<file path="src/gcm_aes_defs.svh">
`ifndef GCM_AES_DEFS_SVH
`define GCM_AES_DEFS_SVH

`define GCM_NB_BLOCK    128     // AES block and GHASH element
`define GCM_NB_KEY      256     // AES-256 key
`define GCM_NB_IV       96      // Only 96-bit IVs are handled
`define GCM_NB_LEN      64      // Bit length fields of the length block
`define GCM_N_BLOCKS    2       // Plaintext blocks per message
`define AES_N_ROUNDS    14

`endif
</file>
<file path="src/gcm_aes_pkg.sv">
`default_nettype none
`include "gcm_aes_defs.svh"

package gcm_aes_pkg;

    typedef logic [`GCM_NB_BLOCK-1:0] aes_block_t;      // Byte 0 in the top bits

    typedef struct packed {
        logic [`GCM_NB_IV-1:0]               iv;
        logic [`GCM_NB_BLOCK-`GCM_NB_IV-1:0] ctr;       // inc32 field
    } ctr_fields_t;

    typedef union packed {
        aes_block_t  raw;                               // View fed to the engine
        ctr_fields_t f;
    } ctr_block_t;

    typedef struct packed {
        logic [`GCM_NB_KEY-1:0] key;                    // First half in the low bits
        logic [`GCM_NB_IV-1:0]  iv;
    } gcm_cfg_t;

    typedef struct packed {
        aes_block_t                               aad;
        logic [`GCM_N_BLOCKS*`GCM_NB_BLOCK-1:0]   plaintext;  // Block 0 in the low half
        logic [`GCM_NB_LEN-1:0]                   len_aad;
        logic [`GCM_NB_LEN-1:0]                   len_pt;
    } gcm_msg_t;

    // Product in GF(2^8) modulo x^8 + x^4 + x^3 + x + 1
    function automatic logic [7:0] gf8_mul(input logic [7:0] a, input logic [7:0] b);
        logic [7:0] p;
        logic [7:0] x;
        p = 8'h00;
        x = a;
        for (int i = 0; i < 8; i++)
        begin
            if (b[i])
                p = p ^ x;
            x = {x[6:0], 1'b0} ^ (x[7] ? 8'h1b : 8'h00);
        end
        return p;
    endfunction

    // Inverse as a^254, then the affine map
    function automatic logic [7:0] aes_sbox(input logic [7:0] a);
        logic [7:0] sq;
        logic [7:0] b;
        sq = a;
        b  = 8'h01;
        for (int k = 1; k < 8; k++)
        begin
            sq = gf8_mul(sq, sq);   // a^(2^k)
            b  = gf8_mul(b, sq);
        end
        return b ^ {b[6:0], b[7]} ^ {b[5:0], b[7:6]} ^ {b[4:0], b[7:5]}
                 ^ {b[3:0], b[7:4]} ^ 8'h63;
    endfunction

    // One step of V * x in the reflected GCM order, reduced by R = 0xE1 || 0^120
    function automatic aes_block_t gf128_shift(input aes_block_t v);
        return {1'b0, v[`GCM_NB_BLOCK-1:1]}
             ^ ({8'he1, {(`GCM_NB_BLOCK-8){1'b0}}} & {`GCM_NB_BLOCK{v[0]}});
    endfunction

endpackage

`default_nettype wire

</file>
<file path="src/gcm_sequencer.sv">
`timescale 1ns/10ps
`default_nettype none
`include "gcm_aes_defs.svh"

module gcm_sequencer (
    input  wire logic                                     tb_i_clock,
    input  wire logic                                     i_arst_n,
    input  wire logic                                     i_cfg_load,
    input  wire logic                                     i_valid,
    input  wire gcm_aes_pkg::gcm_msg_t                    i_msg,
    input  wire logic [`GCM_NB_IV-1:0]                    i_iv,
    input  wire gcm_aes_pkg::aes_block_t                  i_h,
    input  wire logic                                     i_h_valid,
    input  wire logic                                     i_aes_done,
    input  wire gcm_aes_pkg::aes_block_t                  i_aes_block,
    input  wire gcm_aes_pkg::aes_block_t                  i_mult_z,
    output logic                                          o_aes_start,
    output gcm_aes_pkg::aes_block_t                       o_aes_block,
    output logic                                          o_h_store,
    output gcm_aes_pkg::aes_block_t                       o_mult_x,
    output gcm_aes_pkg::aes_block_t                       o_mult_h,
    output logic                                          o_busy,
    output logic                                          o_valid,
    output logic [`GCM_N_BLOCKS*`GCM_NB_BLOCK-1:0]        o_ciphertext,
    output gcm_aes_pkg::aes_block_t                       o_tag
);

    localparam logic [3:0] S_IDLE    = 4'd0;
    localparam logic [3:0] S_HKEY    = 4'd1;   // E(K, 0) for the hash subkey
    localparam logic [3:0] S_HWAIT   = 4'd2;
    localparam logic [3:0] S_J0      = 4'd3;
    localparam logic [3:0] S_J0WAIT  = 4'd4;
    localparam logic [3:0] S_AAD     = 4'd5;
    localparam logic [3:0] S_CTR     = 4'd6;
    localparam logic [3:0] S_CTRWAIT = 4'd7;
    localparam logic [3:0] S_LEN     = 4'd8;

    logic [3:0]                                 state_q;
    logic                                       blk_q;    // Plaintext block in flight
    gcm_aes_pkg::gcm_msg_t                      msg_q;
    gcm_aes_pkg::ctr_block_t                    ctr_q;
    gcm_aes_pkg::aes_block_t                    ej0_q;
    gcm_aes_pkg::aes_block_t                    acc_q;    // GHASH accumulator
    gcm_aes_pkg::aes_block_t                    pt_blk;
    gcm_aes_pkg::aes_block_t                    ct_blk;
    logic [`GCM_N_BLOCKS*`GCM_NB_BLOCK-1:0]     ct_q;
    logic [1:0]                                 n_pt;
    logic                                       has_aad;
    logic                                       last_pt;
    logic                                       accept;

    assign n_pt    = (msg_q.len_pt == 64'(`GCM_N_BLOCKS*`GCM_NB_BLOCK)) ? 2'd2 :
                     (msg_q.len_pt == 64'(`GCM_NB_BLOCK))               ? 2'd1 : 2'd0;
    assign has_aad = (msg_q.len_aad != '0);
    assign last_pt = (2'({1'b0, blk_q}) + 2'd1 == n_pt);
    assign accept  = (state_q == S_IDLE) && i_valid && i_h_valid && !i_cfg_load;

    assign pt_blk = msg_q.plaintext[blk_q*`GCM_NB_BLOCK +: `GCM_NB_BLOCK];
    assign ct_blk = pt_blk ^ i_aes_block;      // Keystream applied in the done cycle

    assign o_aes_start = (state_q == S_HKEY) || (state_q == S_J0) || (state_q == S_CTR);
    assign o_aes_block = (state_q == S_HKEY) ? '0 : ctr_q.raw;
    assign o_h_store   = (state_q == S_HWAIT) && i_aes_done;
    assign o_mult_h    = i_h;

    // Block folded this cycle as (acc ^ block) * H
    always_comb
    begin
        case (state_q)
            S_AAD:     o_mult_x = acc_q ^ msg_q.aad;
            S_CTRWAIT: o_mult_x = acc_q ^ ct_blk;
            default:   o_mult_x = acc_q ^ {msg_q.len_aad, msg_q.len_pt};
        endcase
    end

    always_ff @(posedge tb_i_clock or negedge i_arst_n)
    begin
        if (!i_arst_n)
        begin
            state_q <= S_IDLE;
            blk_q   <= 1'b0;
            o_busy  <= 1'b0;
            o_valid <= 1'b0;
        end
        else
        begin
            o_valid <= 1'b0;
            case (state_q)
                S_IDLE:
                begin
                    blk_q <= 1'b0;
                    if (i_cfg_load)
                    begin
                        state_q <= S_HKEY;
                        o_busy  <= 1'b1;
                    end
                    else if (accept)
                    begin
                        state_q <= S_J0;
                        o_busy  <= 1'b1;
                    end
                end
                S_HKEY:  state_q <= S_HWAIT;
                S_HWAIT:
                begin
                    if (i_aes_done)
                    begin
                        state_q <= S_IDLE;
                        o_busy  <= 1'b0;
                    end
                end
                S_J0:    state_q <= S_J0WAIT;
                S_J0WAIT:
                begin
                    if (i_aes_done)
                        state_q <= has_aad ? S_AAD : ((n_pt != 2'd0) ? S_CTR : S_LEN);
                end
                S_AAD:   state_q <= (n_pt != 2'd0) ? S_CTR : S_LEN;
                S_CTR:   state_q <= S_CTRWAIT;
                S_CTRWAIT:
                begin
                    if (i_aes_done)
                    begin
                        state_q <= last_pt ? S_LEN : S_CTR;
                        blk_q   <= 1'b1;
                    end
                end
                S_LEN:
                begin
                    state_q <= S_IDLE;
                    o_busy  <= 1'b0;
                    o_valid <= 1'b1;
                end
                default: state_q <= S_IDLE;
            endcase
        end
    end

    always_ff @(posedge tb_i_clock)
    begin
        if (accept)
        begin
            msg_q       <= i_msg;
            ctr_q.f.iv  <= i_iv;
            ctr_q.f.ctr <= 32'd1;                           // J0 = IV || 1
            acc_q       <= '0;
            ct_q        <= '0;                              // Absent blocks read as zero
        end
        if ((state_q == S_J0WAIT) && i_aes_done)
        begin
            ej0_q       <= i_aes_block;
            ctr_q.f.ctr <= ctr_q.f.ctr + 32'd1;
        end
        if (state_q == S_AAD)
            acc_q <= i_mult_z;
        if ((state_q == S_CTRWAIT) && i_aes_done)
        begin
            ct_q[blk_q*`GCM_NB_BLOCK +: `GCM_NB_BLOCK] <= ct_blk;
            acc_q       <= i_mult_z;
            ctr_q.f.ctr <= ctr_q.f.ctr + 32'd1;
        end
        if (state_q == S_LEN)
        begin
            o_ciphertext <= ct_q;
            o_tag        <= i_mult_z ^ ej0_q;              // GHASH ^ E(K, J0)
        end
    end

endmodule

`default_nettype wire

</file>
<file path="config.mk">
export PLATFORM = sky130hd
export DESIGN_NAME = gcm_sequencer
export DESIGN_NICKNAME = d
export VERILOG_FILES = /design/src/gcm_aes_pkg.sv /design/src/gcm_sequencer.sv
export VERILOG_INCLUDE_DIRS = /design/src /design/src/src
export SDC_FILE = /design/constraint.sdc
export NUM_CORES = 2
export LEC_CHECK = 0
export BUFFER_PORTS_ARGS = -buffer_cell sky130_fd_sc_hd__buf_4
export CORE_AREA = 2 2 695 697
export DETAILED_ROUTE_END_ITERATION = 8
export DIE_AREA = 0 0 697 699
export GPL_ROUTABILITY_DRIVEN = 0
export PLACE_DENSITY = 0.34
export REMOVE_ABC_BUFFERS = 1
export SYNTH_ARGS = -nofsm -noshare
export SYNTH_HDL_FRONTEND = slang
export SYNTH_SLANG_ARGS = --single-unit
</file>
<file path="constraint.sdc">
create_clock -name tb_i_clock -period 25.9 [get_ports tb_i_clock]
set_input_delay 3.885 -clock tb_i_clock [delete_from_list [all_inputs] [get_ports tb_i_clock]]
set_output_delay 3.885 -clock tb_i_clock [all_outputs]
set_load 0.05 [all_outputs]
</file>
**Yosys cells after proc, flatten, opt, wreduce, memory -nomap -nowiden**

Cells that the tools add are included.

- Multiplexer cells: 29
- Reductions and logical operators: 19
- Equality and inequality tests: 15
- Add/subtract/negate cells: 3
- Shift-type cells: 3
- Bitwise gates (word level): 5

Operators by type and width:

| cell | number |
|---|---|
| $xor A128 B128 Y128 | 5 |
| $mux W128 | 4 |
| $mux W256 | 2 |
| $bwmux W256 | 1 |
| $pmux W128 S2 | 1 |
| $shift A128 B34 Y256 const A | 1 |
| $shiftx A128 B34 Y256 | 1 |
| $shiftx A256 B9 Y128 | 1 |
| $mux W32 | 3 |
| $eq A64 B8 Y1 const B | 1 |
| $eq A64 B9 Y1 const B | 1 |
| $reduce_bool A64 Y1 | 1 |
| $neg A8 Y34 | 1 |
| $add A32 B1 Y32 const B | 1 |
| $mux W4 | 8 |
| $pmux W4 S8 | 1 |
| $eq A4 B3 Y1 const B | 4 |
| $reduce_bool A3 Y1 | 3 |
| $eq A4 B2 Y1 const B | 2 |
| $logic_and A1 B1 Y1 | 6 |
| $mux W1 | 6 |
| $ne A2 B2 Y1 const B | 3 |
| $eq A4 B1 Y1 const B | 1 |
| $eq A4 B4 Y1 const B | 1 |
| 13 further kinds | 15 |

- Output and inout port bits: 772
- Register bits: 1,543
- Word-level logic and storage cells: 89
- Input port bits: 998

**Depth between registers and ports, before layout**

- Depth in word-level cells: 8
- Mapped depth: 10
- Mapped depth without buffers: 7

**Worst setup path after synthesis**

OpenSTA, ideal clock, no wires.

- Kind: input to register
- Start: in i_h_valid
- End: reg acc_q[0] (enable)
- Setup time: 433 ps
- Cell stages on the path: 6
- Setup slack: 6,428 ps
- Required time: 25,467 ps
- Arrival: 19,039 ps
- Cell sequence: nand2_1 > or4_4 > buf_6 > buf_6 > inv_1 > or2_2

- Cells in the longest elaborated chain, start to end: 3

RTL lines:

| item | RTL line | RTL |
|---|---|---|
| start: declaration | gcm_sequencer.sv:13 | `input wire logic i_h_valid,` |
| $logic_and A1 B1 Y1 (2 in series) | gcm_sequencer.sv:56 | `assign accept = (state_q == S_IDLE) && i_valid && i_h_valid && !i_cfg_load;` |
| named net accept | gcm_sequencer.sv:50 | `logic accept;` |
| $reduce_bool A3 Y1 (no source line) | - |  |
| end signal: assignment | gcm_sequencer.sv:155 | `acc_q <= i_mult_z;` |
| end signal: assignment | gcm_sequencer.sv:159 | `acc_q <= i_mult_z;` |
| end: declaration | gcm_sequencer.sv:43 | `gcm_aes_pkg::aes_block_t acc_q;` |

The timed path passes the listed nets, and every way through them passes these cells.
A chain may end at the register's enable or synchronous reset.

**Worst setup path after layout**

- Start: reg state_q[1]
- End: out o_mult_x[110]

- Cells in the longest elaborated chain, start to end: 2
- Elaborated cells on any way between the ends: 3
- Those cells by class: 2 x eq/ne; 1 x mux

RTL lines:

| item | RTL line | RTL |
|---|---|---|
| start: declaration | gcm_sequencer.sv:38 | `logic [3:0] state_q;` |
| start signal: assignment | gcm_sequencer.sv:116 | `state_q <= has_aad ? S_AAD : ((n_pt != 2'd0) ? S_CTR : S_LEN);` |
| start signal: assignment | gcm_sequencer.sv:118 | `S_AAD: state_q <= (n_pt != 2'd0) ? S_CTR : S_LEN;` |
| start signal: assignment | gcm_sequencer.sv:124 | `state_q <= last_pt ? S_LEN : S_CTR;` |
| $eq A4 B3 Y1 | gcm_sequencer.sv:69 | `case (state_q)` |
| $pmux W128 S2 (*) | gcm_sequencer.sv:69 |  |
| end: declaration | gcm_sequencer.sv:20 | `output gcm_aes_pkg::aes_block_t o_mult_x,` |

Mark *: on every way between the ends. The rest lies on a longest branch, timed or not.

==> qor.yml <==
setup_tns_ns: 0
fin_crit_sh_pct: 37.8
fmax_ghz: 0.102
synth-seq-cells: 1543
tightest_slew_ns: 1.34
grt_use_met3_pct: 8.22
dieHeight_um: 699
gr-max-usage-layer: "met2"
ys_types: 51
crit_chain: "inv_8 -> buf_4 -> buf_4 -> buf_4 -> a211o_1 -> o21ai_1 -> xnor2_1 -> buf_4"
via_count: 38800
cts-resized-gates: 0
max_cap_violations: 0
antenna_found_initial: 78
fill_cells: 52700
grt_pass1_wl_um: 464000
slew_viol_final: 0
peakVddDrop_v: 0.0000572
cts_made_buffers: 208
crit_arrival_ns: 5.90
p_total_uw: 8120
cp.required_ns: 22.01
grt_overflow: 0
min_path_type: "reg -> reg"
finalCoreUtilization_pct: 17.5
synth_area_um2: 58500
path_clk_slew_ns: 0.06
critPathSlowestCell: "buf_4"
worst-path-buf-inv: 5
critPathTopFamily: "buffers and inverters"
reg2reg_slack_ns: 19.93
drc_errors: 0
start_util_pct: 12.2
fin_crit_ns: 9.78
fp.dieW_um: 697
finClkSkew_ns: 0.0914
wl_per_cell_um: 31.5
worstSetupPathType: "reg -> out"
syn_inst: 3761
slowest_delay_ns: 0.75
num_rows: 255
rsz0062_at_grt: "false"
cts_tree: "done"
area_growth_syn_to_layout_pct: 43.2
outcome: "completed"
p_leak_uw: 0.0292
crit_top_cell: "buf_4"
layout_common_cells: "1,569 x buf_4, 1,280 x edfxtp_1, 273 x xor2_1"
place_inst: 11400
max_slew_margin_pct: 11.0
htreeDepth: 4
final_area_um2: 83800
grt_use_met2_pct: 23.9
antenna_left: 0
multiInputGateArea_um2: 12900
cts.sink_count: 1543
coreArea_um2: 480000
nets: 6227
clock_latency_ns: 0.92
track_usage_pct: 14.7
setup_violations: 0
vias_per_cell: 3.27
die_area_um2: 487000
clk_path_buf_depth: 4
portBuffers: 1513
cp-start-kind: "flip-flop"
ys_seq_area_share_pct: 74.7
finalHoldViolCount: 0
drtPass1Iterations: 5
drt-total-wl_um: 373000
worstPathMaxFanout: 57
power_density_nw_per_um2: 96.9
drive_gt1_share_pct: 37.0
ios: 1770
met1_usage_pct: 16.6
yosys_warnings: 0
holdPathStages: 0
clockRootBuffer: "clkbuf_16"
rr_worst_depth: 8
cp.depth: 8
grt_pass1_vias: 40100
place_hpwl_um: 295000
final_common_cell: "buf_4"
holdBufCountCts: 0
syn_avg_cell_area_um2: 15.6
grt_max_degree: 129
stdcell_count: 11900
drt_iter0_drc: 2943
placed_area_um2: 76600
seqCellArea_um2: 43700
critPathCaptureType: "output port"
cts_setup_buffers: 0
==> synthesized netlist by cell type (all sizes together) <==
library cell / number / area (um^2)
a211o: 130 / 1140
a211oi: 1 / 7.51
a21oi: 9 / 45.0
a221o: 1 / 10.0
a31o: 1 / 8.76
a31oi: 1 / 6.26
and2: 131 / 820
and3: 5 / 31.3
and4: 4 / 35.0
buf: 240 / 1710
clkbuf: 82 / 308
dfrtp: 7 / 175
dfxtp: 256 / 5120
edfxtp: 1280 / 38400
ha: 1 / 12.5
inv: 9 / 33.8
mux2: 1 / 11.3
mux2i: 128 / 1280
nand2: 29 / 109
nand2b: 2 / 20.0
nand3: 263 / 1670
nand4: 15 / 100
nor2: 169 / 637
nor2b: 127 / 795
nor3: 5 / 30.0
nor3b: 2 / 15.0
nor4: 35 / 219
nor4b: 2 / 30.0
o211a: 1 / 10.0
o21ai: 396 / 1980
o22ai: 1 / 6.26
o31ai: 1 / 7.51
o41ai: 1 / 8.76
or2: 4 / 25.0
or3: 6 / 37.5
or3b: 1 / 8.76
or4: 2 / 18.8
xnor2: 139 / 1220
xor2: 273 / 2390
==> worst reg2reg max path, cell delays in order (launching register included) <==
cell     delay [ns]
dfrtp_1        0.62
inv_8          0.44
nand2_1        0.20
or4_4          0.72
inv_8          0.48
buf_4          0.87
buf_4          0.68
buf_4          0.61
buf_4          0.87
==> state kept, by name, indices dropped and copies added, names as in the netlist <==
signal	cells
o_tag	128
o_busy	1
ej0_q	128
acc_q	128
ct_q	256
msg_q	512
o_ciphertext	256
blk_q	1
ctr_q	128
o_valid	1
state_q	4
==> path summary, 6_finish.rpt <==
check                                 from               end
worst max-delay path            state_q[1]     o_mult_x[110]
worst min-delay path              ct_q[37]  o_ciphertext[37]
worst max register to register  state_q[1]        msg_q[476]
worst min register to register    ct_q[37]  o_ciphertext[37]
max in group asynchronous         i_arst_n             blk_q
min in group asynchronous         i_arst_n           o_valid
==> routing by layer <==
metal  part of all wire (%)  vias up
met3                     13      376
met2                     46     1858
met4                    2.1       70
met5                   0.59        -
li1                       -    16700
met1                     38    19700
==> metrics by stage <==
stage | setup slack [ns] | hold WS (ns)
after floorplan | 4.75 | 0.408
after global placement | 15.26 | 0.412
after detailed placement | 15.90 | 0.413
after CTS | 15.75 | 0.388
after global routing | 15.70 | 0.403
final | 16.12 | 0.385
==> cell type report <==
cell class	instances	area share (%)
sequential	1543	52.2
multi-input combinational	1887	15.3
timing repair buffer	1579	14.3
tap	6425	9.59
clock buffer	280	6.87
clock inverter	110	1.58
antenna	28	0.0836
inverter	9	0.0582
==> power breakdown <==
part | total, uW | internal, uW | switching, uW
registers | 3060 | 2940 | 121
clock network | 3030 | 1770 | 1270
logic | 2030 | 525 | 1500
total | 8120 | 5230 | 2890
==> kinds of logic after synthesis <==
| kind of cell | count (synthesis) | synth area share, % |
|---|---|---|
| flops | 1543 | 74.7 |
| xor+xnor | 412 | 6.17 |
| fa+ha+maj | 1 | 0.0214 |
| compound gates | 543 | 5.52 |
| mux | 129 | 2.21 |
| simple gates | 802 | 7.85 |
| buf+inv | 331 | 3.50 |
(Power assumes the default switching activity.)
