===== src/gcm_aes_defs.svh =====
`ifndef GCM_AES_DEFS_SVH
`define GCM_AES_DEFS_SVH

`define GCM_NB_BLOCK    128     // AES block and GHASH element
`define GCM_NB_KEY      256     // AES-256 key
`define GCM_NB_IV       96      // Only 96-bit IVs are handled
`define GCM_NB_LEN      64      // Bit length fields of the length block
`define GCM_N_BLOCKS    2       // Plaintext blocks per message
`define AES_N_ROUNDS    14

`endif

===== src/gcm_aes_pkg.sv =====
`default_nettype none
`include "gcm_aes_defs.svh"

package gcm_aes_pkg;

    typedef logic [`GCM_NB_BLOCK-1:0] aes_block_t;      // Byte 0 in the top bits

    typedef struct packed {
        logic [`GCM_NB_IV-1:0]               iv;
        logic [`GCM_NB_BLOCK-`GCM_NB_IV-1:0] ctr;       // inc32 field
    } ctr_fields_t;

    typedef union packed {
        aes_block_t  raw;                               // View fed to the engine
        ctr_fields_t f;
    } ctr_block_t;

    typedef struct packed {
        logic [`GCM_NB_KEY-1:0] key;                    // First half in the low bits
        logic [`GCM_NB_IV-1:0]  iv;
    } gcm_cfg_t;

    typedef struct packed {
        aes_block_t                               aad;
        logic [`GCM_N_BLOCKS*`GCM_NB_BLOCK-1:0]   plaintext;  // Block 0 in the low half
        logic [`GCM_NB_LEN-1:0]                   len_aad;
        logic [`GCM_NB_LEN-1:0]                   len_pt;
    } gcm_msg_t;

    // Product in GF(2^8) modulo x^8 + x^4 + x^3 + x + 1
    function automatic logic [7:0] gf8_mul(input logic [7:0] a, input logic [7:0] b);
        logic [7:0] p;
        logic [7:0] x;
        p = 8'h00;
        x = a;
        for (int i = 0; i < 8; i++)
        begin
            if (b[i])
                p = p ^ x;
            x = {x[6:0], 1'b0} ^ (x[7] ? 8'h1b : 8'h00);
        end
        return p;
    endfunction

    // Inverse as a^254, then the affine map
    function automatic logic [7:0] aes_sbox(input logic [7:0] a);
        logic [7:0] sq;
        logic [7:0] b;
        sq = a;
        b  = 8'h01;
        for (int k = 1; k < 8; k++)
        begin
            sq = gf8_mul(sq, sq);   // a^(2^k)
            b  = gf8_mul(b, sq);
        end
        return b ^ {b[6:0], b[7]} ^ {b[5:0], b[7:6]} ^ {b[4:0], b[7:5]}
                 ^ {b[3:0], b[7:4]} ^ 8'h63;
    endfunction

    // One step of V * x in the reflected GCM order, reduced by R = 0xE1 || 0^120
    function automatic aes_block_t gf128_shift(input aes_block_t v);
        return {1'b0, v[`GCM_NB_BLOCK-1:1]}
             ^ ({8'he1, {(`GCM_NB_BLOCK-8){1'b0}}} & {`GCM_NB_BLOCK{v[0]}});
    endfunction

endpackage

`default_nettype wire


===== src/gcm_cfg_regs.sv =====
`timescale 1ns/10ps
`default_nettype none
`include "gcm_aes_defs.svh"

module gcm_cfg_regs (
    input  wire logic                     tb_i_clock,
    input  wire logic                     i_arst_n,
    input  wire logic                     i_cfg_load,
    input  wire gcm_aes_pkg::gcm_cfg_t    i_cfg,
    input  wire logic                     i_h_store,
    input  wire gcm_aes_pkg::aes_block_t  i_h,
    output logic [`GCM_NB_KEY-1:0]        o_key,
    output logic [`GCM_NB_IV-1:0]         o_iv,
    output gcm_aes_pkg::aes_block_t       o_h,
    output logic                          o_h_valid
);

    gcm_aes_pkg::gcm_cfg_t cfg_q;

    // H goes stale on every load until the sequencer stores the new one
    always_ff @(posedge tb_i_clock or negedge i_arst_n)
    begin
        if (!i_arst_n)
            o_h_valid <= 1'b0;
        else if (i_cfg_load)
            o_h_valid <= 1'b0;
        else if (i_h_store)
            o_h_valid <= 1'b1;
    end

    always_ff @(posedge tb_i_clock)
    begin
        if (i_cfg_load)
            cfg_q <= i_cfg;
        if (i_h_store)
            o_h <= i_h;         // E(K, 0^128) from the engine
    end

    assign o_key = cfg_q.key;
    assign o_iv  = cfg_q.iv;

endmodule

`default_nettype wire


===== config.mk =====
export PLATFORM = sky130hd
export DESIGN_NAME = gcm_cfg_regs
export DESIGN_NICKNAME = d
export VERILOG_FILES = /design/src/gcm_aes_pkg.sv /design/src/gcm_cfg_regs.sv
export VERILOG_INCLUDE_DIRS = /design/src /design/src/src
export SDC_FILE = /design/constraint.sdc
export NUM_CORES = 1
export LEC_CHECK = 0
export BUFFER_PORTS_ARGS = -buffer_cell sky130_fd_sc_hd__buf_2
export CAP_MARGIN = 20
export CORE_AREA = 2 2 374 376
export DETAILED_ROUTE_END_ITERATION = 7
export DIE_AREA = 0 0 376 378
export HOLD_SLACK_MARGIN = 0.08
export SETUP_SLACK_MARGIN = 0.2
export SYNTH_ARGS = -nofsm -noshare
export SYNTH_HDL_FRONTEND = slang
export SYNTH_SLANG_ARGS = --single-unit

===== constraint.sdc =====
create_clock -name tb_i_clock -period 0.8 [get_ports tb_i_clock]
set_input_delay 0.12 -clock tb_i_clock [delete_from_list [all_inputs] [get_ports tb_i_clock]]
set_output_delay 0.12 -clock tb_i_clock [all_outputs]
set_load 0.02 [all_outputs]

# ---- Yosys cells after proc, flatten, opt, wreduce, memory -nomap -nowiden
# Index checks and enable logic that the tools add are counted.
dict set report word_totals {
  word_cells 7
  input_bits 484
  ff_bits 481
  out_inout_bits 481
}
dict set report op_classes {
  mux 2
  n_reduce_logical 1
}
# operator count
set ops {}
lappend ops {{$mux W1} 2}
lappend ops {{$reduce_bool A2 Y1} 1}

# ---- Longest topological paths before layout
# Gate-level depths: netlist of the first run.
dict set report logic_depth {
  ltp_word 2
  depth_mapped 1
  depth_no_buf 1
}

# ---- Least setup slack after synthesis of the first run
# No wires, ideal clock.
dict set report synth_timing {
  path_kind {reg2reg}
  startpoint {register o_h_valid (netlist name)}
  endpoint {register o_h_valid}
  path_slack_ps 68
  arrival_time_ps 613
  period_less_slack_ps 732
  stages_incl_launch_ff 2
  required_time_ps 681
  setup_time_ps 119
  n_path_buf 0
  path_cell_list {dfrtp_1 -> o21ba_1}
}
# item line_no
set synth_lines {}
lappend synth_lines {{to (signal assigned)} gcm_cfg_regs.sv:24} ;# o_h_valid <= 1'b0;
lappend synth_lines {{to (signal assigned)} gcm_cfg_regs.sv:26} ;# o_h_valid <= 1'b0;
lappend synth_lines {{to (signal assigned)} gcm_cfg_regs.sv:28} ;# o_h_valid <= 1'b1;
lappend synth_lines {{to (decl)} gcm_cfg_regs.sv:15} ;# output logic o_h_valid

# ---- Final worst setup path of the first run
dict set report layout_timing {
  startpoint {register o_h[94]}
  endpoint {output o_h[94]}
}
# item line_no
set layout_lines {}
lappend layout_lines {{from (decl)} gcm_cfg_regs.sv:14} ;# output gcm_aes_pkg::aes_block_t o_h,
lappend layout_lines {{from (signal assigned)} gcm_cfg_regs.sv:36} ;# o_h <= i_h;
# No word-level cell between the ends.

==> key figures, run 1 <==
Timing
  • Tmin final: 1.52 ns
  • Worst-case clock skew: 0 ns
  • Worst Setup Slack, final: -0.722 ns
  • Final setup viols: 481
  • Slew Limit Fails: 0
  • Hold Slack: -0.0444 ns
  • Worst relative slew slack: 0.767
  • Hold Vio Cnt, Final: 39
  • Worst-Margin Slew: 0.349 ns
  • Unrepaired setup endpoints after global routing: true
  • Period utilization: 1.90
  • Fmax: 0.657 GHz

Die
  • Starting Density: 0.104
  • Die area: 0.142 sq mm
  • Ports: 965
  • DIE HEIGHT: 378 um
  • Die width: 376 um
  • Row count: 137
  • Total core area: 0.139 sq mm

Cells and area
  • Most frequent cells in the layout: buf_2 (525), dlygate4sd3_1 (482), edfxtp_1 (480), buf_6 (438), clkbuf_16 (61)
  • Finished Cell Area: 0.0319 sq mm
  • Multi-input logic area: 10.0 sq um
  • # nets final: 2521
  • Area Overhead vs Synth: 121%
  • Commonest non-fill, non-tap cell in the layout: buf_2
  • Non-filler cells, final: 3968
  • Fill count: 14509
  • Reg area: 0.0144 sq mm
  • Layout Utilization: 0.230
  • Layout cells sized above 1: 0.535

Worst setup path
  • Critical path data required time: 0.68 ns
  • Crit path from: o_h[94]$_DFFE_PP_
  • Crit path launch type: flip-flop
  • Critical path buffers and inverters: 1
  • Worst path slowest cell: edfxtp_1
  • WS Path Type: flip-flop to primary output
  • Worst path cell trace: buf_6
  • CP peak stage delay: 0.54 ns
  • Largest delay contributor family on the critical path: flip-flops
  • Worst setup EP type: primary output
  • Crit Reg-Reg Startpoint: o_h_valid$_DFFE_PN0P_
  • Critical Path AT: 1.40 ns
  • Max FO, Critical Path: 1

Synth
  • Netlist Area Pre-Place: 0.0144 sq mm
  • Netlist cell types: 3
  • Yosys warnings: 0
  • Synth Area per Inst: 30.0 sq um
  • Sequential area share after synthesis: 0.999
  • Mapped Nets: 966
  • Post-synthesis cell count: 482
  • FF+latch count, synth: 481

Job
  • Max-Cap Viols: 0

Drt
  • Vias: 12651
  • Detailed Route Iter0 Violations: 701
  • Post-route DRC: 0
  • Drt via density: 3.19
  • TritonRoute pass-1 iters: 5
  • DRT antenna net count: 0
  • DR WL/cell: 28.7 um
  • WL final: 114000 um

CTS
  • CTS tree: yes
  • Max Buffers Root-to-Sink: 3
  • Clock Pin Slew Worst Setup and Hold Paths: 0.06 ns
  • CTS Root Cell: clkbuf_16
  • CTS HTree Levels: 2
  • Post-CTS Hold Fix Bufs: 482
  • Clk sinks: 481
  • Clk_lat worst skew: 0.65 ns
  • TritonCTS buffer count: 61

Placed design
  • Dpl cell area: 0.0221 sq mm
  • Routability cong.: 0.857
  • Placed cells: 3298
  • Hpwl dp: 97300 um
  • Number of buffers added on ports: 964

Run status
  • Violated checks: negative hold slack, negative setup slack
  • Status: finished, violations left

Min path
  • Hold Path Origin: i_cfg_load
  • Worst min path class: primary input to flip-flop

Power and ir drop
  • Worst vdd rail ir drop: 0.00172 V
  • Overall Power: 72.4 mW
  • Pwr/cell area: 2270 mW/mm^2
  • Lkg Pwr: 12.8 nW

Global routing
  • Global Route Usage Sum: 0.152
  • Largest net degree at the start of global routing: 31
  • Initial antenna violation count: 175
  • Vias in the first global route: 12538
  • Grt ovf: 0
  • First-pass GRT wire length: 139000 um
==> cells in the mapped netlist, drive strengths merged <==
cell    instances  share of area
o21ba           1        0.00069
edfxtp        480            1.0
dfrtp           1         0.0017
==> flip-flops by register name, summed over array words and instances (netlist names) <==
name and count:
o_key 256, o_iv 96, o_h_valid 1, o_h 128
==> worst paths after layout <==
path,depth (start not counted),slack (ns),to
max,1,-0.72,o_h[94]
min in group asynchronous,3,0.30,o_h_valid$_DFFE_PN0P_
min,2,-0.04,o_key[112]$_DFFE_PP_
max reg2reg,2,0.01,o_h_valid$_DFFE_PN0P_
min reg2reg,2,0.60,o_h_valid$_DFFE_PN0P_
max in group asynchronous,3,0.38,o_h_valid$_DFFE_PN0P_
==> metrics by stage <==
step | setup WS (ns) | setup TNS [ns]
after floorplan | 0.0824 | 0
after global placement | -0.241 | -72.86
after detailed placement | -0.253 | -76.17
after CTS | -0.821 | -291.72
after global routing | -0.781 | -287.65
final | -0.722 | -253.02
==> what timing repair did <==
action	CTS	global route
gates cloned	0	0
endpoints found under the hold margin	773	261
gates resized for setup	676	204
buffers inserted	0	1
endpoints found under the setup margin	482	482
pin swaps	0	0
==> layout make-up <==
cell class,instances,share of cell area
clock buffer,65,0.0489
multi-input combinational,1,0.000314
tap,1807,0.0708
sequential,481,0.452
antenna,75,0.00588
clock inverter,47,0.0165
timing repair buffer,1492,0.405
==> metal layers <==
layer  wire length, um  vias to the layer above  track usage
li1                  -                     5230            -
met1             43900                     6153        0.179
met2             51200                      818        0.236
met3             13600                      292       0.0814
met4              4150                      158       0.0508
met5               971                        -            0
==> power by group <==
group	switching [mW]	total [mW]	leakage [nW]	internal [mW]
combinational	6.36	12.2	7.03	5.88
clock	12.4	29.0	1.02	16.7
sequential	1.10	31.1	4.71	30.0
==> logic make-up (layout without fill, tap and decap cells) <==
family | Yosys count | count (layout) | share of synthesized area
flip-flops | 481 | 481 | 0.999
AO/OA/AOI/OAI | 1 | 1 | 0.000693
buffers and inverters | 0 | 1604 | 0
other | 0 | 75 | 0
Note: power is estimated with default switching activity, not from simulation.
==> inputs of run 2 (changes only) <==
--- a/config.mk
+++ b/config.mk
@@ -8,10 +8,13 @@
 export LEC_CHECK = 0
 export BUFFER_PORTS_ARGS = -buffer_cell sky130_fd_sc_hd__buf_2
 export CAP_MARGIN = 20
-export CORE_AREA = 2 2 374 376
+export CELL_PAD_IN_SITES_DETAIL_PLACEMENT = 0
+export CELL_PAD_IN_SITES_GLOBAL_PLACEMENT = 1
+export CORE_AREA = 2 2 370 372
 export DETAILED_ROUTE_END_ITERATION = 7
-export DIE_AREA = 0 0 376 378
+export DIE_AREA = 0 0 372 374
 export HOLD_SLACK_MARGIN = 0.08
+export PLACE_DENSITY_LB_ADDON = 0.1
 export SETUP_SLACK_MARGIN = 0.2
 export SYNTH_ARGS = -nofsm -noshare
 export SYNTH_HDL_FRONTEND = slang
==> constraint.sdc (replaced) <==
create_clock -name tb_i_clock -period 1.6 [get_ports tb_i_clock]
set_input_delay 0.24 -clock tb_i_clock [delete_from_list [all_inputs] [get_ports tb_i_clock]]
set_output_delay 0.24 -clock tb_i_clock [all_outputs]
set_load 0.02 [all_outputs]
==> run 2 against run 1 <==
Worst setup slack better by 0.82 ns. Highest routed layer unchanged. Via count is 11% lower. The run now ends clean. Final area fell by 1.2%. Final cell count is 2.4% lower. Hold slack better by 0.35 ns. Critical endpoint is now o_key[241].
==> key figures, run 2 (synthesis gave the netlist of run 1 again) <==
Drt
  • DR WL/cell: 19.6 um (-32%)
  • TritonRoute pass-1 iters: 4 (-1)
  • Detailed Route Iter0 Violations: 417 (-41%)
  • DRT antenna net count: 0 (unchanged)
  • Drt via density: 2.92 (-8.4%)
  • Post-route DRC: 0 (unchanged)
  • WL final: 75800 um (-33%)
  • Vias: 11307 (-11%)

Worst setup path
  • Largest delay contributor family on the critical path: flip-flops
  • Critical path data required time: 1.36 ns (+0.68 ns)
  • CP peak stage delay: 0.46 ns (-0.08 ns)
  • Worst path slowest cell: edfxtp_1
  • WS Path Type: flip-flop to primary output
  • Max FO, Critical Path: 1 (unchanged)
  • Crit path from: o_key[241]$_DFFE_PP_
  • Crit Reg-Reg Startpoint: o_h_valid$_DFFE_PN0P_
  • Worst setup EP type: primary output
  • Critical path buffers and inverters: 1 (unchanged)
  • Crit path launch type: flip-flop
  • R2R Path End: o_h_valid$_DFFE_PN0P_
  • R2r worst-path depth: 2 (unchanged)
  • WP depth: 1 (unchanged)
  • Critical Path AT: 1.26 ns (-0.14 ns)
  • Worst path cell trace: buf_6
  • Flop2flop setup slack: 0.81 ns (+0.80 ns)
  • Worst Setup EP: o_key[241]

Die
  • Die area: 0.139 sq mm (-2.1%)
  • Ports: 965 (unchanged)
  • Total core area: 0.135 sq mm (-2.6%)
  • Die width: 372 um (-1.1%)
  • DIE HEIGHT: 374 um (-1.1%)
  • Starting Density: 0.107 (+0.00274)
  • Row count: 135 (-1.5%)

Timing
  • Worst relative slew slack: 0.748 (-0.0192)
  • Worst-Margin Slew: 0.378 ns (+0.0288 ns)
  • Final setup viols: 0 (-100%)
  • Setup TNS: 0 ns (+253.02 ns)
  • Fmax: 0.667 GHz
  • Period utilization: 0.936
  • Hold Vio Cnt, Final: 0 (-100%)
  • Worst-case clock skew: 0 ns (unchanged)
  • Unrepaired setup endpoints after global routing: true
  • Tmin final: 1.50 ns
  • Slew Limit Fails: 0 (unchanged)

Global routing
  • Initial antenna violation count: 51 (-71%)
  • Vias in the first global route: 12755 (+1.7%)
  • Grt ovf: 0 (unchanged)
  • Global Route Usage Sum: 0.105 (-0.0474)
  • Largest net degree at the start of global routing: 50 (+61%)
  • First-pass GRT wire length: 100000 um (-28%)

Power and ir drop
  • Pwr/cell area: 1130 mW/mm^2 (-50%)
  • Overall Power: 35.7 mW (-51%)
  • Worst vdd rail ir drop: 0.000586 V (-66%)
  • Lkg Pwr: 12.6 nW (-0.95%)

CTS
  • CTS Root Cell: clkbuf_16
  • Max Buffers Root-to-Sink: 3 (unchanged)
  • CTS HTree Levels: 3 (+1)
  • Clock Pin Slew Worst Setup and Hold Paths: 0.06 ns (about the same)
  • TritonCTS buffer count: 68 (+11%)
  • CTS tree: yes
  • Clk sinks: 481 (unchanged)
  • Clk_lat worst skew: 0.61 ns (-0.04 ns)

Job
  • Max-Cap Viols: 0 (unchanged)

Cells and area
  • Commonest non-fill, non-tap cell in the layout: buf_2
  • Non-filler cells, final: 3872 (-2.4%)
  • # nets final: 2507 (-0.56%)
  • Area Overhead vs Synth: 118%
  • Most frequent cells in the layout: buf_2 (526), dlygate4sd3_1 (484), edfxtp_1 (480), buf_6 (436), clkbuf_16 (69)
  • Layout cells sized above 1: 0.521 (-0.0140)
  • Largest register FFs: 256 (unchanged)

Min path
  • Worst min path class: primary input to flip-flop
  • WHS Path Cells: 2 (unchanged)

Placed design
  • Placed cells: 3249 (-1.5%)
  • Number of buffers added on ports: 964 (unchanged)
  • Hpwl dp: 60900 um (-37%)
  • Routability cong.: 0.732 (-15%)

Run status
  • Status: complete, no violations
-- run 2: cell count changes in the layout (fill, tap and decap cells not counted), moves of 3 or more --
| cell | delta |
|---|---|
| clkinvlp_4 | -3 |
| buf_4 | -15 |
| inv_6 | -5 |
| clkbuf_16 | +8 |
| clkinv_4 | -5 |
| clkbuf_1 | +12 |
| buf_12 | -7 |
| inv_8 | -3 |
| diode_2 | -57 |
| clkinv_1 | +8 |
-- run 2: through the flow --
stage	util	hold WS [ns]	setup slack (ns)	instance area, sq um
global route	0.234	0.248	0.0273	31500
CTS	0.228	0.213	0.0100	30700
floorplan	-	-0.0556	0.868	14400
finish	0.234	0.304	0.102	31500
detailed placement	0.161	0.0550	0.283	21800
global placement	0.161	0.0523	0.304	21800
-- run 2: final cells by class --
type | count | area [sq um]
flip-flops and latches | 481 | 14400
multi-input cells | 1 | 10.0
fillers | 14279 | 103000
clock buffers | 83 | 1780
clock inverters | 37 | 345
repair buffers | 1471 | 12700
well taps | 1781 | 2230
diodes | 18 | 45.0
-- run 2: metal layers --
metal	wire (um)	GRT usage	vias up
met1	27600	0.109	5400
met4	1700	0.0275	46
met3	7130	0.0489	132
met5	297	0	-
met2	39000	0.188	618
li1	-	-	5111
-- run 2: what timing repair did --
action                     4_1_cts  5_1_grt
hold endpoints to repair       517        0
hold buffers                   484        0
buffers inserted                 1        0
resized for setup              636      245
setup endpoints to repair      481      481
-- run 2: worst min path at each step --
stage / startpoint / to
after detailed placement: i_arst_n / o_h_valid$_DFFE_PN0P_
final: i_cfg[42] / o_iv[42]$_DFFE_PP_
after global placement: i_arst_n / o_h_valid$_DFFE_PN0P_
after CTS: i_cfg[66] / o_iv[66]$_DFFE_PP_
after global routing: i_cfg[31] / o_iv[31]$_DFFE_PP_
after floorplan: i_arst_n / o_h_valid$_DFFE_PN0P_
-- run 2: where the power goes --
part | switching (mW) | internal (mW) | leakage, nW
Combinational | 2.66 | 2.87 | 6.90
Sequential | 0.467 | 15.0 | 4.71
Clock | 5.93 | 8.73 | 1.04
==> inputs of run 3 (changes only) <==
--- a/config.mk
+++ b/config.mk
@@ -6,6 +6,7 @@
 export SDC_FILE = /design/constraint.sdc
 export NUM_CORES = 1
 export LEC_CHECK = 0
+export ABC_AREA = 1
 export BUFFER_PORTS_ARGS = -buffer_cell sky130_fd_sc_hd__buf_2
 export CAP_MARGIN = 20
 export CELL_PAD_IN_SITES_DETAIL_PLACEMENT = 0
==> run 3 against run 2 <==
Worst setup slack lost 0.084 ns. Clock skew is the same. Register-to-register slack is essentially flat. Global-route usage shrank 0.21 points. Critical path type unchanged. Via count grew 0.19%. Synthesized cell count grew 0.21%.
==> key figures, run 3 <==
Placed design
  • Dpl cell area: 0.0219 sq mm (+0.40%)
  • Hpwl dp: 60300 um (-1.1%)
  • Routability cong.: 0.759 (+3.7%)
  • Number of buffers added on ports: 964 (unchanged)
  • Placed cells: 3259 (+0.31%)
  • Pre-CTS WS: 0.373 ns (+0.0900 ns)

Worst setup path
  • Critical Path AT: 1.34 ns (+0.08 ns)
  • Largest delay contributor family on the critical path: flip-flops
  • CP peak stage delay: 0.51 ns (+0.05 ns)
  • Critical path buffers and inverters: 1 (unchanged)
  • Crit path launch type: flip-flop
  • Worst path cell trace: buf_6
  • Worst setup EP type: primary output
  • Critical path data required time: 1.36 ns (about the same)
  • Worst path slowest cell: edfxtp_1
  • Max FO, Critical Path: 1 (unchanged)
  • WS Path Type: flip-flop to primary output

Timing
  • Unrepaired setup endpoints after global routing: true
  • Tmin final: 1.58 ns (+0.0836 ns)
  • Worst Setup Slack, final: 0.0181 ns (-0.0836 ns)
  • Worst relative slew slack: 0.705 (-0.0431)
  • Worst-Margin Slew: 0.442 ns (+0.0647 ns)
  • Hold Vio Cnt, Final: 0 (unchanged)
  • Worst-case clock skew: 0 ns (unchanged)
  • Fmax: 0.632 GHz (-5.3%)
  • Final setup viols: 0 (unchanged)
  • Period utilization: 0.989 (+0.0522)
  • Slew Limit Fails: 0 (unchanged)
  • Hold Slack: 0.305 ns (+0.000876 ns)

Synth
  • Mapped Nets: 967 (+0.10%)
  • Yosys warnings: 0 (unchanged)
  • FF+latch count, synth: 481 (unchanged)
  • Netlist Area Pre-Place: 0.0144 sq mm (about the same)
  • Post-synth top cells: edfxtp_1 (480), nor2_1 (2), dfrtp_1 (1)
  • Synth Area per Inst: 29.9 sq um (-0.22%)
  • EDFF count, synth: 480 (unchanged)
  • Post-synthesis cell count: 483 (+0.21%)
  • Ys async rst share: 0.00208 (unchanged)
  • Most common cell in the netlist: edfxtp_1
  • Main synth FF type: edfxtp_1
  • Netlist cell types: 3 (unchanged)
  • Sequential area share after synthesis: 0.999 (about the same)
  • Largest cells by area after synthesis: edfxtp_1 (100%), dfrtp_1 (0.17%), nor2_1 (0.052%)
  • Yosys top cell by area: edfxtp_1
  • Synth top area share: 0.998 (about the same)

Power and ir drop
  • Combinational Power Share: 0.157 (+0.002)
  • Pwr/cell area: 1130 mW/mm^2 (-0.50%)
  • Worst vdd rail ir drop: 0.000700 V (+19%)
  • Reg power frac: 0.434 (about the same)
  • Lkg Pwr: 12.7 nW (+0.51%)
  • Internal power: 26.7 mW (+0.29%)
  • Clk network pwr share: 0.409 (-0.002)
  • Sw Share: 0.252 (-0.00161)
  • Overall Power: 35.7 mW (about the same)
  • P_sw: 9.00 mW (-0.56%)

Cells and area
  • Most frequent cells in the layout: buf_2 (512), dlygate4sd3_1 (484), edfxtp_1 (480), buf_6 (450), clkbuf_16 (69)
  • Commonest non-fill, non-tap cell in the layout: buf_2
  • Reg area: 0.0144 sq mm (unchanged)
  • Non-filler cells, final: 3886 (+0.36%)
  • Layout cells sized above 1: 0.522 (about the same)
  • # nets final: 2516 (+0.36%)
  • Area Overhead vs Synth: 120%
  • Finished Cell Area: 0.0317 sq mm (+0.58%)
  • Fill count: 14238 (-0.29%)
  • Largest register FFs: 256 (unchanged)
  • Multi-input logic area: 7.51 sq um (-25%)

CTS
  • Clk sinks: 481 (unchanged)
  • CTS HTree Levels: 3 (unchanged)
  • TritonCTS buffer count: 67 (-1.5%)
  • CTS tree: yes
  • CTS Root Cell: clkbuf_16
  • Max Buffers Root-to-Sink: 3 (unchanged)
  • Clock Pin Slew Worst Setup and Hold Paths: 0.06 ns (about the same)
  • Clk_lat worst skew: 0.62 ns (about the same)

Drt
  • Detailed Route Iter0 Violations: 314 (-25%)
  • DR WL/cell: 19.1 um (-2.2%)
  • Vias: 11328 (+0.19%)
  • Post-route DRC: 0 (unchanged)
  • Drt via density: 2.92 (-0.18%)
  • TritonRoute pass-1 iters: 4 (unchanged)
  • DRT antenna net count: 0 (unchanged)
  • WL final: 74400 um (-1.8%)

Die
  • Die area: 0.139 sq mm (unchanged)
  • Total core area: 0.135 sq mm (unchanged)
  • DIE HEIGHT: 374 um (unchanged)
  • Ports: 965 (unchanged)
  • Starting Density: 0.107 (about the same)
  • Die width: 372 um (unchanged)
  • Row count: 135 (unchanged)

Global routing
  • First-pass GRT wire length: 98700 um (-1.8%)
  • Vias in the first global route: 12670 (-0.67%)
  • Grt ovf: 0 (unchanged)
  • Global Route Usage Sum: 0.103 (-0.00206)
  • Largest net degree at the start of global routing: 43 (-14%)
  • Initial antenna violation count: 28 (-45%)

Min path
  • Worst min path class: primary input to flip-flop

Job
  • Max-Cap Viols: 0 (unchanged)

Run status
  • Status: complete, no violations
[run 3: changes by cell type in the layout (fill, tap and decap cells not counted), moves of 3 or more]
cell,before,now
buf_6,436,450
clkbuf_1,14,21
buf_2,526,512
buf_4,16,23
clkinv_1,12,9
[run 3: power groups by stage]
stage | Sequential, mW | Clock [mW] | Combinational [mW]
floorplan | 16.8 | 0 | 0.00139
global placement | 15.5 | 0 | 3.72
detailed placement | 15.5 | 0 | 3.68
CTS | 15.5 | 15.4 | 5.50
global route | 15.6 | 15.8 | 5.91
finish | 15.5 | 14.6 | 5.60
[run 3: cells by family (layout without fill, tap and decap cells)]
kind of cell / count (synthesis) / after routing / share of synthesized area
other: 0 / 20 / 0
AND/OR/NAND/NOR: 2 / 2 / 0.000520
flip-flops: 481 / 481 / 0.999
buffers and inverters: 0 / 1602 / 0
[run 3: area by class of cell]
type / count / area share
Sequential cell: 481 / 0.455
Clock inverter: 32 / 0.0100
Timing Repair Buffer: 1480 / 0.406
Multi-Input combinational cell: 2 / 0.000237
Antenna cell: 20 / 0.00158
Clock buffer: 90 / 0.0569
Tap cell: 1781 / 0.0703
[run 3: worst paths after layout]
check | start | end | slack [ns] | cells past startpoint
setup reg to reg | o_h_valid$_DFFE_PN0P_ | o_h_valid$_DFFE_PN0P_ | 0.81 | 3
min in group asynchronous | i_arst_n | o_h_valid$_DFFE_PN0P_ | 0.48 | 3
max in group asynchronous | i_arst_n | o_h_valid$_DFFE_PN0P_ | 1.02 | 3
setup / recovery | o_key[94]$_DFFE_PP_ | o_key[94] | 0.02 | 1
hold / removal | i_cfg[269] | o_key[173]$_DFFE_PP_ | 0.30 | 2
hold reg to reg | o_h_valid$_DFFE_PN0P_ | o_h_valid$_DFFE_PN0P_ | 0.63 | 3
[run 3: worst register-to-register path: cells and delay by family, from the launching register on]
kind          cells  cell delay (ns)
buf+inv           1             0.14
flops             1             0.39
simple gates      2             0.15
[run 3: timing repair]
action	4_1_cts	5_1_grt
resized for setup	664	249
hold buffers	484	0
setup buffers	1	0
cloned	0	0
hold endpoints to repair	549	0
setup endpoints to repair	481	481
[run 3: per-layer routing]
metal	up-vias	part of all wire	GRT usage
li1	5137	-	-
met1	5465	0.38	0.113
met2	600	0.50	0.175
met3	110	0.094	0.0421
met4	16	0.029	0.0402
met5	-	0.0014	0
[run 3: through the flow]
step                utilization  TNS, ns
floorplan                     -        0
global placement          0.162        0
detailed placement        0.162        0
CTS                       0.229   -0.296
global route              0.235   -0.115
finish                    0.235        0
